## src/csr_defines.svh

```systemverilog
`ifndef CSR_DEFINES_SVH
`define CSR_DEFINES_SVH

`define CSR_ADDR_W 14
`define CSR_DATA_W 32

// register addresses
`define CSR_CRMD   14'h000
`define CSR_PRMD   14'h001
`define CSR_ECTL   14'h004
`define CSR_ESTAT  14'h005
`define CSR_ERA    14'h006
`define CSR_EENTRY 14'h00c
`define CSR_SAVE0  14'h030
`define CSR_SAVE1  14'h031
`define CSR_SAVE2  14'h032
`define CSR_SAVE3  14'h033
`define CSR_TID    14'h040
`define CSR_TCFG   14'h041
`define CSR_TVAL   14'h042
`define CSR_CNTC   14'h043
`define CSR_TICLR  14'h044

// field positions
`define CSR_CRMD_PLV      1:0
`define CSR_CRMD_IE       2
`define CSR_PRMD_PPLV     1:0
`define CSR_PRMD_PIE      2
`define CSR_ECTL_LIE      12:0
`define CSR_ESTAT_IS      12:0
`define CSR_ESTAT_SWI     1:0
`define CSR_ESTAT_HWI     10:2
`define CSR_ESTAT_TI      11
`define CSR_ESTAT_ECODE   21:16
`define CSR_ESTAT_ESUB    30:22
`define CSR_TCFG_EN       0
`define CSR_TCFG_PERIODIC 1
`define CSR_TCFG_INITVAL  31:2
`define CSR_TICLR_CLR     0
`define CSR_EENTRY_VA     31:6

// DA stays set, no translation in this core
`define CSR_CRMD_RST 32'h0000_0008

`endif
```

## src/csr_pkg.sv

```systemverilog
`default_nettype none

`include "csr_defines.svh"

package csr_pkg;

    typedef logic [`CSR_ADDR_W-1:0] csr_addr_t;
    typedef logic [`CSR_DATA_W-1:0] csr_data_t;

    typedef logic [1:0] plv_t;
    typedef logic [5:0] ecode_t;
    typedef logic [8:0] esubcode_t;

    // external interrupt lines, ESTAT IS 10:2
    typedef logic [8:0] hw_int_t;

    typedef enum logic {
        BUS_IDLE,
        BUS_ACK
    } bus_state_e;

endpackage

`default_nettype wire

```

## src/csr_unit.sv

```systemverilog
`timescale 1ns/100ps
`default_nettype none

module csr_unit (
    input  wire                     clk,
    input  wire                     rst,
    input  wire                     wb_cyc_i,
    input  wire                     wb_stb_i,
    input  wire                     wb_we_i,
    input  wire csr_pkg::csr_addr_t     wb_adr_i,
    input  wire csr_pkg::csr_data_t     wb_dat_i,
    output logic                    wb_ack_o,
    output csr_pkg::csr_data_t      wb_dat_o,
    input  wire                     excp_flush_i,
    input  wire                     ertn_flush_i,
    input  wire csr_pkg::ecode_t        ecode_i,
    input  wire csr_pkg::esubcode_t     esubcode_i,
    input  wire csr_pkg::csr_data_t     era_i,
    input  wire csr_pkg::hw_int_t       interrupt_i,
    output logic                    has_int_o,
    output csr_pkg::plv_t           plv_o,
    output csr_pkg::csr_data_t      eentry_o,
    output csr_pkg::csr_data_t      era_o,
    output logic [63:0]             timer_64_o,
    output csr_pkg::csr_data_t      tid_o
);

    import csr_pkg::*;

    logic      csr_we;
    csr_addr_t csr_addr;
    csr_data_t csr_wdata;
    csr_data_t trap_rdata;
    csr_data_t timer_rdata;
    csr_data_t save_rdata;
    logic      timer_irq;
    logic      timer_clr;

    csr_bus_fsm csr_bus_fsm_inst (
        .clk           (clk),
        .rst           (rst),
        .wb_cyc_i      (wb_cyc_i),
        .wb_stb_i      (wb_stb_i),
        .wb_we_i       (wb_we_i),
        .wb_adr_i      (wb_adr_i),
        .wb_dat_i      (wb_dat_i),
        .trap_rdata_i  (trap_rdata),
        .timer_rdata_i (timer_rdata),
        .save_rdata_i  (save_rdata),
        .wb_ack_o      (wb_ack_o),
        .wb_dat_o      (wb_dat_o),
        .csr_we_o      (csr_we),
        .csr_addr_o    (csr_addr),
        .csr_wdata_o   (csr_wdata)
    );

    csr_timer csr_timer_inst (
        .clk         (clk),
        .rst         (rst),
        .csr_we_i    (csr_we),
        .csr_addr_i  (csr_addr),
        .csr_wdata_i (csr_wdata),
        .timer_clr_i (timer_clr),
        .rdata_o     (timer_rdata),
        .timer_irq_o (timer_irq),
        .timer_64_o  (timer_64_o),
        .tid_o       (tid_o)
    );

    csr_trap_regs csr_trap_regs_inst (
        .clk          (clk),
        .rst          (rst),
        .csr_we_i     (csr_we),
        .csr_addr_i   (csr_addr),
        .csr_wdata_i  (csr_wdata),
        .excp_flush_i (excp_flush_i),
        .ertn_flush_i (ertn_flush_i),
        .ecode_i      (ecode_i),
        .esubcode_i   (esubcode_i),
        .era_i        (era_i),
        .interrupt_i  (interrupt_i),
        .timer_irq_i  (timer_irq),
        .rdata_o      (trap_rdata),
        .timer_clr_o  (timer_clr),
        .has_int_o    (has_int_o),
        .plv_o        (plv_o),
        .eentry_o     (eentry_o),
        .era_o        (era_o)
    );

    csr_save_regs csr_save_regs_inst (
        .clk         (clk),
        .csr_we_i    (csr_we),
        .csr_addr_i  (csr_addr),
        .csr_wdata_i (csr_wdata),
        .rdata_o     (save_rdata)
    );

endmodule

`default_nettype wire

```

## src/csr_save_regs.sv

```systemverilog
`timescale 1ns/100ps
`default_nettype none

`include "csr_defines.svh"

module csr_save_regs (
    input  wire                 clk,
    input  wire                 csr_we_i,
    input  wire csr_pkg::csr_addr_t csr_addr_i,
    input  wire csr_pkg::csr_data_t csr_wdata_i,
    output csr_pkg::csr_data_t  rdata_o
);

    import csr_pkg::*;

    csr_data_t  save_q [4];
    logic       hit;
    logic [1:0] idx;

    always_comb begin
        hit = 1'b1;
        case (csr_addr_i)
            `CSR_SAVE0: idx = 2'd0;
            `CSR_SAVE1: idx = 2'd1;
            `CSR_SAVE2: idx = 2'd2;
            `CSR_SAVE3: idx = 2'd3;
            default: begin
                idx = 2'd0;
                hit = 1'b0;
            end
        endcase
    end

    always_ff @(posedge clk) begin
        if (csr_we_i && hit) begin
            save_q[idx] <= csr_wdata_i;
        end
    end

    assign rdata_o = hit ? save_q[idx] : '0;

endmodule

`default_nettype wire

```

## src/csr_trap_regs.sv

```systemverilog
`timescale 1ns/100ps
`default_nettype none

`include "csr_defines.svh"

module csr_trap_regs (
    input  wire                    clk,
    input  wire                    rst,
    input  wire                    csr_we_i,
    input  wire csr_pkg::csr_addr_t    csr_addr_i,
    input  wire csr_pkg::csr_data_t    csr_wdata_i,
    input  wire                    excp_flush_i,
    input  wire                    ertn_flush_i,
    input  wire csr_pkg::ecode_t       ecode_i,
    input  wire csr_pkg::esubcode_t    esubcode_i,
    input  wire csr_pkg::csr_data_t    era_i,
    input  wire csr_pkg::hw_int_t      interrupt_i,
    input  wire                    timer_irq_i,
    output csr_pkg::csr_data_t     rdata_o,
    output logic                   timer_clr_o,
    output logic                   has_int_o,
    output csr_pkg::plv_t          plv_o,
    output csr_pkg::csr_data_t     eentry_o,
    output csr_pkg::csr_data_t     era_o
);

    import csr_pkg::*;

    plv_t        plv_q;
    logic        ie_q;
    plv_t        pplv_q;
    logic        pie_q;
    logic [12:0] lie_q;
    logic [1:0]  swi_q;
    hw_int_t     hwi_q;
    ecode_t      ecode_q;
    esubcode_t   esub_q;
    csr_data_t   era_q;
    logic [25:0] eentry_q;
    logic [12:0] is_vec;
    csr_data_t   crmd_word;
    csr_data_t   prmd_word;
    csr_data_t   ectl_word;
    csr_data_t   estat_word;

    function automatic logic wr_hit(input csr_addr_t a);
        return csr_we_i && (csr_addr_i == a);
    endfunction

    // crmd and prmd, entry wins over return and bus writes
    always_ff @(posedge clk) begin
        if (rst) begin
            plv_q  <= '0;
            ie_q   <= 1'b0;
            pplv_q <= '0;
            pie_q  <= 1'b0;
        end else if (excp_flush_i) begin
            pplv_q <= plv_q;
            pie_q  <= ie_q;
            plv_q  <= '0;
            ie_q   <= 1'b0;
        end else begin
            if (ertn_flush_i) begin
                plv_q <= pplv_q;
                ie_q  <= pie_q;
            end else if (wr_hit(`CSR_CRMD)) begin
                plv_q <= csr_wdata_i[`CSR_CRMD_PLV];
                ie_q  <= csr_wdata_i[`CSR_CRMD_IE];
            end
            if (wr_hit(`CSR_PRMD)) begin
                pplv_q <= csr_wdata_i[`CSR_PRMD_PPLV];
                pie_q  <= csr_wdata_i[`CSR_PRMD_PIE];
            end
        end
    end

    always_ff @(posedge clk) begin
        if (rst) begin
            lie_q   <= '0;
            swi_q   <= '0;
            hwi_q   <= '0;
            ecode_q <= '0;
            esub_q  <= '0;
        end else begin
            hwi_q <= interrupt_i;
            if (wr_hit(`CSR_ECTL)) begin
                lie_q <= csr_wdata_i[`CSR_ECTL_LIE];
            end
            if (excp_flush_i) begin
                ecode_q <= ecode_i;
                esub_q  <= esubcode_i;
            end else if (wr_hit(`CSR_ESTAT)) begin
                swi_q <= csr_wdata_i[`CSR_ESTAT_SWI];
            end
        end
    end

    always_ff @(posedge clk) begin
        if (excp_flush_i) begin
            era_q <= era_i;
        end else if (wr_hit(`CSR_ERA)) begin
            era_q <= csr_wdata_i;
        end
        if (wr_hit(`CSR_EENTRY)) begin
            eentry_q <= csr_wdata_i[`CSR_EENTRY_VA];
        end
    end

    // bit 12 is the inter-processor interrupt, unused here
    assign is_vec = {1'b0, timer_irq_i, hwi_q, swi_q};

    always_comb begin
        crmd_word                    = `CSR_CRMD_RST;
        crmd_word[`CSR_CRMD_PLV]     = plv_q;
        crmd_word[`CSR_CRMD_IE]      = ie_q;
        prmd_word                    = '0;
        prmd_word[`CSR_PRMD_PPLV]    = pplv_q;
        prmd_word[`CSR_PRMD_PIE]     = pie_q;
        ectl_word                    = '0;
        ectl_word[`CSR_ECTL_LIE]     = lie_q;
        estat_word                   = '0;
        estat_word[`CSR_ESTAT_IS]    = is_vec;
        estat_word[`CSR_ESTAT_ECODE] = ecode_q;
        estat_word[`CSR_ESTAT_ESUB]  = esub_q;
        case (csr_addr_i)
            `CSR_CRMD:   rdata_o = crmd_word;
            `CSR_PRMD:   rdata_o = prmd_word;
            `CSR_ECTL:   rdata_o = ectl_word;
            `CSR_ESTAT:  rdata_o = estat_word;
            `CSR_ERA:    rdata_o = era_q;
            `CSR_EENTRY: rdata_o = eentry_o;
            default:     rdata_o = '0;
        endcase
    end

    assign timer_clr_o = wr_hit(`CSR_TICLR) && csr_wdata_i[`CSR_TICLR_CLR];
    assign has_int_o   = (|(lie_q & is_vec)) && ie_q;
    assign plv_o       = plv_q;
    assign eentry_o    = {eentry_q, 6'b000000};
    assign era_o       = era_q;

endmodule

`default_nettype wire

```

## src/csr_timer.sv

```systemverilog
`timescale 1ns/100ps
`default_nettype none

`include "csr_defines.svh"

module csr_timer (
    input  wire                 clk,
    input  wire                 rst,
    input  wire                 csr_we_i,
    input  wire csr_pkg::csr_addr_t csr_addr_i,
    input  wire csr_pkg::csr_data_t csr_wdata_i,
    input  wire                 timer_clr_i,
    output csr_pkg::csr_data_t  rdata_o,
    output logic                timer_irq_o,
    output logic [63:0]         timer_64_o,
    output csr_pkg::csr_data_t  tid_o
);

    import csr_pkg::*;

    csr_data_t   tcfg_q;
    csr_data_t   tval_q;
    csr_data_t   cntc_q;
    csr_data_t   tid_q;
    logic        timer_en_q;
    logic        pending_q;
    logic [63:0] stable_cnt_q;
    logic        tcfg_we;
    logic        tval_zero;
    logic        periodic;

    assign tcfg_we   = csr_we_i && (csr_addr_i == `CSR_TCFG);
    assign tval_zero = (tval_q == '0);
    assign periodic  = tcfg_q[`CSR_TCFG_PERIODIC];

    always_ff @(posedge clk) begin
        if (rst) begin
            tcfg_q     <= '0;
            timer_en_q <= 1'b0;
        end else if (tcfg_we) begin
            tcfg_q     <= csr_wdata_i;
            timer_en_q <= csr_wdata_i[`CSR_TCFG_EN];
        end else if (timer_en_q && tval_zero && !periodic) begin
            // one-shot expired
            timer_en_q <= 1'b0;
        end
    end

    always_ff @(posedge clk) begin
        if (tcfg_we) begin
            tval_q <= {csr_wdata_i[`CSR_TCFG_INITVAL], 2'b00};
        end else if (timer_en_q) begin
            if (!tval_zero) begin
                tval_q <= tval_q - 1'b1;
            end else if (periodic) begin
                tval_q <= {tcfg_q[`CSR_TCFG_INITVAL], 2'b00};
            end else begin
                tval_q <= '1;
            end
        end
    end

    always_ff @(posedge clk) begin
        if (rst) begin
            pending_q <= 1'b0;
        end else if (timer_clr_i) begin
            pending_q <= 1'b0;
        end else if (timer_en_q && tval_zero) begin
            pending_q <= 1'b1;
        end
    end

    always_ff @(posedge clk) begin
        if (rst) begin
            cntc_q       <= '0;
            tid_q        <= '0;
            stable_cnt_q <= '0;
        end else begin
            stable_cnt_q <= stable_cnt_q + 64'd1;
            if (csr_we_i && (csr_addr_i == `CSR_CNTC)) begin
                cntc_q <= csr_wdata_i;
            end
            if (csr_we_i && (csr_addr_i == `CSR_TID)) begin
                tid_q <= csr_wdata_i;
            end
        end
    end

    always_comb begin
        case (csr_addr_i)
            `CSR_TID:   rdata_o = tid_q;
            `CSR_TCFG:  rdata_o = tcfg_q;
            `CSR_TVAL:  rdata_o = tval_q;
            `CSR_CNTC:  rdata_o = cntc_q;
            // write-only clear
            `CSR_TICLR: rdata_o = '0;
            default:    rdata_o = '0;
        endcase
    end

    assign timer_irq_o = pending_q;
    assign tid_o       = tid_q;
    assign timer_64_o  = stable_cnt_q + {{32{cntc_q[31]}}, cntc_q};

endmodule

`default_nettype wire

```

## src/csr_bus_fsm.sv

```systemverilog
`timescale 1ns/100ps
`default_nettype none

module csr_bus_fsm (
    input  wire                 clk,
    input  wire                 rst,
    input  wire                 wb_cyc_i,
    input  wire                 wb_stb_i,
    input  wire                 wb_we_i,
    input  wire csr_pkg::csr_addr_t wb_adr_i,
    input  wire csr_pkg::csr_data_t wb_dat_i,
    input  wire csr_pkg::csr_data_t trap_rdata_i,
    input  wire csr_pkg::csr_data_t timer_rdata_i,
    input  wire csr_pkg::csr_data_t save_rdata_i,
    output logic                wb_ack_o,
    output csr_pkg::csr_data_t  wb_dat_o,
    output logic                csr_we_o,
    output csr_pkg::csr_addr_t  csr_addr_o,
    output csr_pkg::csr_data_t  csr_wdata_o
);

    import csr_pkg::*;

    bus_state_e state_q;
    logic       req;
    logic       we_q;
    csr_addr_t  addr_q;
    csr_data_t  wdata_q;

    assign req = wb_cyc_i && wb_stb_i && (state_q == BUS_IDLE);

    always_ff @(posedge clk) begin
        if (rst) begin
            state_q <= BUS_IDLE;
            we_q    <= 1'b0;
        end else if (req) begin
            state_q <= BUS_ACK;
            we_q    <= wb_we_i;
        end else begin
            state_q <= BUS_IDLE;
            we_q    <= 1'b0;
        end
    end

    // read word sampled on the request edge
    always_ff @(posedge clk) begin
        if (req) begin
            addr_q   <= wb_adr_i;
            wdata_q  <= wb_dat_i;
            wb_dat_o <= trap_rdata_i | timer_rdata_i | save_rdata_i;
        end
    end

    // live address while idle so the read decode sees the request
    assign csr_addr_o  = (state_q == BUS_IDLE) ? wb_adr_i : addr_q;
    assign csr_wdata_o = wdata_q;
    assign csr_we_o    = (state_q == BUS_ACK) && we_q;
    assign wb_ack_o    = (state_q == BUS_ACK);

endmodule

`default_nettype wire

```

## config.mk

```make
export PLATFORM = sky130hd
export DESIGN_NAME = csr_unit
export DESIGN_NICKNAME = d
export VERILOG_FILES = /design/src/csr_pkg.sv /design/src/csr_unit.sv /design/src/csr_save_regs.sv /design/src/csr_trap_regs.sv /design/src/csr_timer.sv /design/src/csr_bus_fsm.sv
export VERILOG_INCLUDE_DIRS = /design/src
export SDC_FILE = /design/constraint.sdc
export NUM_CORES = 1
export LEC_CHECK = 0
export ABC_AREA = 0
export BUFFER_PORTS_ARGS = -buffer_cell sky130_fd_sc_hd__buf_2
export CORE_MARGIN = 2
export CORE_UTILIZATION = 59
export CTS_CLUSTER_SIZE = 14
export DETAILED_ROUTE_END_ITERATION = 7
export PLACE_DENSITY = 0.79
export SYNTH_ARGS = -nofsm -noshare
export SYNTH_HDL_FRONTEND = slang
export SYNTH_HIERARCHICAL = 1
export SYNTH_SLANG_ARGS = --single-unit
export TNS_END_PERCENT = 5
```

## constraint.sdc

```tcl
create_clock -name clk -period 10.8 [get_ports clk]
set_input_delay 2.16 -clock clk [delete_from_list [all_inputs] [get_ports clk]]
set_output_delay 2.16 -clock clk [all_outputs]
set_load 0.05 [all_outputs]
```

==> results by group, run 1 <==
Run status
  – Status: finished with violations
  – Failing checks: DRC

Critical path
  – CP max-delay cell: a2111oi_0
  – Critical path endpoint category: primary output
  – Critical path startpoint category: flip-flop
  – Req. time, crit path: 8.64 ns
  – Worst Path Arrival: 4.40 ns
  – Slowest stage delay, CP: 0.83 ns
  – Worst path cell trace: ha_1 > a21o_1 > a21oi_1 > o21ai_0 > a41o_1 > a31oi_2 > a2111oi_0 > o21ai_1 > a211oi_1 > nor2_1 > xnor2_1 > buf_2
  – Setup CP Type: reg2out
  – CP max FO: 6

Clocking
  – Resized Gates After CTS: 0
  – CTS tree: done
  – Max clock buf depth: 3
  – Worst-skew pair later-pin latency: 0.59 ns
  – CTS Sinks: 505
  – Reg clk slew, reported paths: 0.06 ns
  – Cts hold-fix bufs: 0
  – CTS buffer count: 49
  – Setup bufs post-CTS: 0
  – CTS root buffer: clkbuf_16
  – CTS H-tree lvls: 2

Layout
  – Layout filler cell count: 3125
  – Area grow syn2layout: 13.4%
  – Finished Layout Cells: 3122
  – Commonest non-fill, non-tap cell in the layout: nand2_1
  – Storage element area: 13100 sq um
  – # nets final: 2717
  – Multi-input gate area: 11100 sq um
  – Post-layout util: 67.5%
  – Fraction of layout cells with a size suffix above 1: 20.4%
  – Finished Cell Area: 28300 sq um
  – Most frequent cells in the layout: 302 x nand2_1, 297 x buf_2, 294 x edfxtp_1

Floorplan
  – # rows: 75
  – Starting density of the core: 59.6%
  – Die area: 43900 sq um
  – Core area: 41900 sq um
  – Height of the die: 210 um
  – Die width: 210 um
  – Boundary pin count: 305

STA
  – Finish-stage setup viols: 0
  – Final clock skew: 0.0239 ns
  – Final Slew Violations: 0
  – Final hold violations: 0
  – Unrepaired setup endpoints after global routing: false
  – FMAX: 0.152 GHz
  – Final worst-path cycle share: 60.8%
  – Final min period: 6.56 ns
  – Worst-Margin Slew: 1.24 ns
  – Setup_tns: 0 ns
  – Slew headroom: 16.9%

Detailed routing
  – Routed WL: 69.2 mm
  – DRT Pass-1 Iters: 8
  – DR WL/cell: 22.2 um
  – DR iter-0 viols: 1862
  – Via/cell ratio: 6.27
  – Drt drc: 7
  – Vias: 19.6k
  – Antenna-violating nets left: 0

Logic synthesis
  – Ys Warns: 6
  – Post-synth EDFFs: 294
  – Synth Register Bits: 505
  – Synthesized cell area: 24900 sq um
  – Synth Flop Type: edfxtp_1
  – Distinct cell type count after synthesis: 95
  – Syn avg cell area: 10.8 sq um
  – Seq/Total Area, Yosys: 52.4%
  – Synthesized instance count: 2301
  – Async set-reset flop share out of synthesis: 0%

Pwr
  – PD cells: 140 nW/um^2
  – Total Power: 3.95 mW
  – Leak: 11.3 nW
  – Max IR drop VDD: 0.117 mV

Global route
  – Initial antenna violation count: 4
  – GRT Util Overall: 31.2%
  – First-pass GRT wire length: 108 mm
  – Pin count of the biggest net entering global routing: 133
  – GRT Residual Overflow: 0
  – Vias in the first global route: 19.3k

Placed design
  – Placer Congestion: 0.914
  – Post-placement cell area: 26700 sq um
  – Placed Cells: 3029
  – Hpwl dp: 48.7 mm
  – PortBufs: 298

Job
  – Max cap viols: 0

Min path
  – Hold Crit Class: reg2reg
power breakdown:
part	internal (mW)	switching, mW
sequential	2.06	0.0333
clock	0.944	0.719
combinational	0.0653	0.126
total	3.07	0.878
routing by layer:
layer	GRT usage [%]	share of wire, %
met1	41.9	41
met2	51.3	47
met3	6.52	9.6
met4	9.32	2.8
met5	0	0.043
final cells by class:
| cell class | count | area share, % |
|---|---|---|
| repair buffers | 324 | 5.99 |
| flip-flops and latches | 505 | 46.2 |
| well taps | 539 | 2.39 |
| multi-input cells | 1619 | 39.4 |
| clock inverters | 19 | 0.549 |
| inverters | 42 | 0.558 |
| clock buffers | 71 | 4.93 |
| diodes | 3 | 0.0266 |
flip-flops by register name (all words and copies together) (netlist names), 2 cells and up:
| name | cells |
|---|---|
| csr_trap_regs_inst/pplv_q | 2 |
| csr_trap_regs_inst/esub_q | 9 |
| csr_trap_regs_inst/plv_o | 2 |
| csr_timer_inst/cntc_q | 32 |
| csr_save_regs_inst/save_q | 128 |
| csr_timer_inst/stable_cnt_q | 64 |
| csr_timer_inst/tid_o | 32 |
| csr_trap_regs_inst/hwi_q | 9 |
| csr_timer_inst/tcfg_q | 32 |
| csr_trap_regs_inst/era_o | 32 |
| csr_trap_regs_inst/eentry_q | 26 |
| csr_bus_fsm_inst/csr_wdata_o | 32 |
| csr_trap_regs_inst/swi_q | 2 |
| csr_bus_fsm_inst/wb_dat_o | 32 |
| csr_timer_inst/tval_q | 32 |
| csr_trap_regs_inst/lie_q | 13 |
| csr_bus_fsm_inst/addr_q | 14 |
| csr_trap_regs_inst/ecode_q | 6 |
final timing paths:
path                                  start                         to  slack (ns)  depth (start not counted)
max reg2reg       csr_bus_fsm_inst/wb_ack_o  csr_timer_inst/tval_q[27]        6.09                         10
max          csr_timer_inst/stable_cnt_q[1]             timer_64_o[59]        4.24                         12
min reg2reg        csr_timer_inst/tcfg_q[0]   csr_timer_inst/tcfg_q[0]        0.46                          2
min                csr_timer_inst/tcfg_q[0]   csr_timer_inst/tcfg_q[0]        0.46                          2
cell families (layout without fill, tap and decap cells):
family / Yosys count / in the layout / synth area share [%]
and+or+nand+nor: 791 / 791 / 16.0
buffers and inverters: 182 / 456 / 3.30
AOI/OAI and AO/OA: 506 / 506 / 13.8
adders and majority gates: 67 / 67 / 3.39
muxes: 114 / 114 / 6.42
xor gates and xnor gates: 135 / 135 / 4.74
DFF: 505 / 505 / 52.4
other: 1 / 9 / 0.0150
critical path, delay by kind of cell, from the launching register on:
family	cells	cell delay, ns
compound gates	8	2.61
flops	1	0.37
fa+ha+maj	1	0.30
buf+inv	1	0.28
xor+xnor	1	0.15
simple gates	1	0.12
through the flow:
stage          setup WS, ns  hold slack, ns
6_report               4.24           0.462
5_1_grt                4.01           0.492
4_1_cts                4.25           0.459
3_5_place_dp           4.85           0.450
3_3_place_gp           4.85           0.447
2_1_floorplan          2.08           0.437
cell usage after synthesis, types with 10 or more instances:
| library cell | n | area (sq um) |
|---|---|---|
| ha_1 | 66 | 826 |
| a22o_1 | 39 | 342 |
| and3_1 | 13 | 81.3 |
| nand4_1 | 34 | 213 |
| nor4_1 | 21 | 131 |
| or4_1 | 11 | 82.6 |
| xor2_1 | 84 | 736 |
| o21ai_0 | 82 | 410 |
| edfxtp_1 | 294 | 8830 |
| a22oi_1 | 11 | 82.6 |
| mux2i_1 | 35 | 350 |
| mux2_2 | 47 | 529 |
| a21o_1 | 41 | 308 |
| dfxtp_1 | 211 | 4220 |
| clkbuf_1 | 94 | 353 |
| nor2_1 | 152 | 571 |
| a222oi_1 | 15 | 150 |
| a21oi_1 | 180 | 901 |
| nand2_1 | 302 | 1130 |
| a221o_1 | 40 | 400 |
| buf_2 | 17 | 85.1 |
| xnor2_1 | 51 | 447 |
| nor2b_1 | 47 | 294 |
| mux4_2 | 32 | 721 |
| nand2b_1 | 13 | 81.3 |
| nand3_1 | 40 | 200 |
| nand3b_1 | 12 | 90.1 |
| or3_1 | 50 | 313 |
| and2_1 | 18 | 113 |
| inv_1 | 42 | 158 |
| nor3_1 | 29 | 145 |
| buf_4 | 10 | 75.1 |
(Power assumes the default switching activity.)
==> inputs of run 2 (changes only) <==
clock period = 6.2 ns   (was 10.8 ns; I/O delays follow)
==> run 2 against run 1 <==
Against the previous run: the flow now finishes without violations; total power up 74%; sequential share of layout area down 0.067 points; global-route usage down 0.20 points; die area unchanged; via count up 0.45%; non-clock buffer count up 2; first-iteration DRC count up 0.64%; worst hold slack worse by 0.0020 ns; largest cell class unchanged; largest power group unchanged.
==> results by group, run 2 (synthesized netlist as in run 1, its figures left out) <==
Run status
  – Status: finished clean

Global route
  – Initial antenna violation count: 5 (+1)
  – GRT Util Overall: 31.0% (-0.20 points)
  – Vias in the first global route: 18.9k (-1.8%)
  – First-pass GRT wire length: 106 mm (-1.1%)
  – GRT Residual Overflow: 0 (unchanged)
  – Pin count of the biggest net entering global routing: 116 (-13%)

Detailed routing
  – Vias: 19.7k (+0.45%)
  – Routed WL: 69.2 mm (about the same)
  – Drt drc: 0 (-7)
  – DRT Pass-1 Iters: 6 (-2)
  – Via/cell ratio: 6.29 (+0.29%)
  – DR iter-0 viols: 1874 (+0.64%)
  – Antenna-violating nets left: 0 (unchanged)
  – DR WL/cell: 22.1 um (-0.17%)

Floorplan
  – Core area: 41900 sq um (unchanged)
  – Die area: 43900 sq um (unchanged)
  – Height of the die: 210 um (unchanged)
  – # rows: 75 (unchanged)
  – Boundary pin count: 305 (unchanged)
  – Starting density of the core: 59.6% (unchanged)
  – Die width: 210 um (unchanged)

STA
  – Setup_tns: 0 ns (unchanged)
  – Slew headroom: 15.2% (-1.7 points)
  – Worst-Margin Slew: 1.27 ns (+0.0354 ns)
  – Final worst-path cycle share: 95.2%
  – Final hold violations: 0 (unchanged)
  – Final Slew Violations: 0 (unchanged)
  – FMAX: 0.169 GHz
  – Finish-stage setup viols: 0 (unchanged)
  – Final min period: 5.90 ns
  – Unrepaired setup endpoints after global routing: false
  – Post-layout worst setup margin: 0.298 ns (-3.94 ns)
  – Final clock skew: 0.0184 ns (-0.00550 ns)

Clocking
  – Setup bufs post-CTS: 0 (unchanged)
  – Max clock buf depth: 3 (unchanged)
  – CTS buffer count: 51 (+4.1%)
  – CTS Sinks: 505 (unchanged)
  – CTS tree: done
  – CTS root buffer: clkbuf_16
  – Reg clk slew, reported paths: 0.06 ns (about the same)
  – Resized Gates After CTS: 0 (unchanged)
  – Worst-skew pair later-pin latency: 0.61 ns (+0.02 ns)
  – CTS H-tree lvls: 2 (unchanged)
  – Cts hold-fix bufs: 0 (unchanged)

Placed design
  – Hpwl dp: 48.8 mm (+0.16%)
  – Placer Congestion: 0.983 (+7.5%)
  – PortBufs: 298 (unchanged)
  – Post-placement cell area: 26700 sq um (+0.10%)
  – Pre-CTS WS: 0.920 ns (-3.93 ns)

Layout
  – Most frequent cells in the layout: 302 x nand2_1, 297 x buf_2, 294 x edfxtp_1
  – Top flop regs: csr_save_regs_inst/save_q (128), csr_timer_inst/stable_cnt_q (64)
  – Layout filler cell count: 3124 (-0.032%)
  – Area grow syn2layout: 13.6%
  – Top reg by flops: csr_save_regs_inst/save_q
  – Commonest non-fill, non-tap cell in the layout: nand2_1
  – Finished Cell Area: 28300 sq um (+0.15%)
  – Fraction of layout cells with a size suffix above 1: 20.4% (about the same)
  – Max reg flops: 128 (unchanged)
  – # nets final: 2721 (+0.15%)

Critical path
  – Req. time, crit path: 4.96 ns (-3.68 ns)
  – Setup CP Type: reg2out
  – Critical path startpoint category: flip-flop
  – CP max FO: 6 (unchanged)
  – Worst Path Arrival: 4.66 ns (+0.26 ns)
  – Critical path endpoint category: primary output

Pwr
  – PD cells: 243 nW/um^2 (+74%)
  – Max IR drop VDD: 0.194 mV (+65%)
  – Leak: 11.4 nW (about the same)

Job
  – Max cap viols: 0 (unchanged)

Min path
  – Hold Crit Class: reg2reg
==> run 2: changes by cell type in the layout (fill, tap and decap cells not counted) <==
cell | before | now
clkbuf_1 | 15 | 18
buf_4 | 26 | 28
clkinv_1 | 2 | 4
clkinv_8 | 0 | 2
a2111oi_2 | 1 | 0
a2111oi_4 | 0 | 1
bufinv_16 | 2 | 1
clkbuf_2 | 1 | 0
clkbuf_8 | 4 | 3
clkinv_2 | 11 | 10
clkinvlp_4 | 2 | 3
diode_2 | 3 | 2
inv_16 | 0 | 1
inv_6 | 1 | 0
==> run 2: area by class of cell <==
| cell class | instances | area [sq um] | share of cell area [%] |
|---|---|---|---|
| multi-input cells | 1619 | 11100 | 39.4 |
| flip-flops and latches | 505 | 13100 | 46.1 |
| inverters | 42 | 158 | 0.557 |
| well taps | 539 | 674 | 2.38 |
| clock inverters | 22 | 179 | 0.632 |
| repair buffers | 326 | 1710 | 6.03 |
| diodes | 2 | 5.00 | 0.0177 |
| clock buffers | 72 | 1390 | 4.89 |
==> run 2: where the power goes <==
| group | internal (mW) | switching [mW] |
|---|---|---|
| logic | 0.114 | 0.221 |
| clock network | 1.61 | 1.29 |
| registers | 3.59 | 0.0569 |
| total | 5.31 | 1.56 |
==> run 2: layer usage <==
metal / track usage (%) / vias up / share of wire (%)
met5: 0 / - / 0.053
met4: 10.5 / 6 / 2.9
met1: 41.7 / 9560 / 41
met2: 49.5 / 951 / 46
li1: - / 9011 / -
met3: 7.51 / 145 / 10
==> run 2: through the flow <==
step | cells | hold slack, ns | total power [mW] | utilization [%]
global route | 3125 | 0.483 | 7.06 | 67.6
CTS | 3125 | 0.459 | 6.91 | 67.6
detailed placement | 3031 | 0.451 | 4.05 | 63.9
global placement | 3031 | 0.447 | 4.04 | 63.9
finish | 3127 | 0.460 | 6.88 | 67.6
floorplan | 2306 | 0.437 | 3.93 | -
==> run 2: worst max-delay path, stage by stage, from the launching register on <==
cell and delay [ns]:
dfxtp_1 0.37, ha_1 0.30, a21o_1 0.10, a21oi_1 0.09
o21ai_0 0.34, a41o_1 0.35, a31oi_2 0.17, a2111oi_0 0.95
o21ai_1 0.29, a211oi_1 0.54, o41ai_2 0.14, xnor2_1 0.14
buf_2 0.28
==> run 2: worst paths after layout <==
check                                      start                        to  slack, ns  cells after the start
setup / recovery  csr_timer_inst/stable_cnt_q[1]            timer_64_o[61]       0.30                     12
hold / removal          csr_timer_inst/tcfg_q[0]  csr_timer_inst/tcfg_q[0]       0.46                      2
setup reg to reg       csr_bus_fsm_inst/wb_ack_o   csr_timer_inst/tid_o[0]       1.89                      7
hold reg to reg         csr_timer_inst/tcfg_q[0]  csr_timer_inst/tcfg_q[0]       0.46                      2
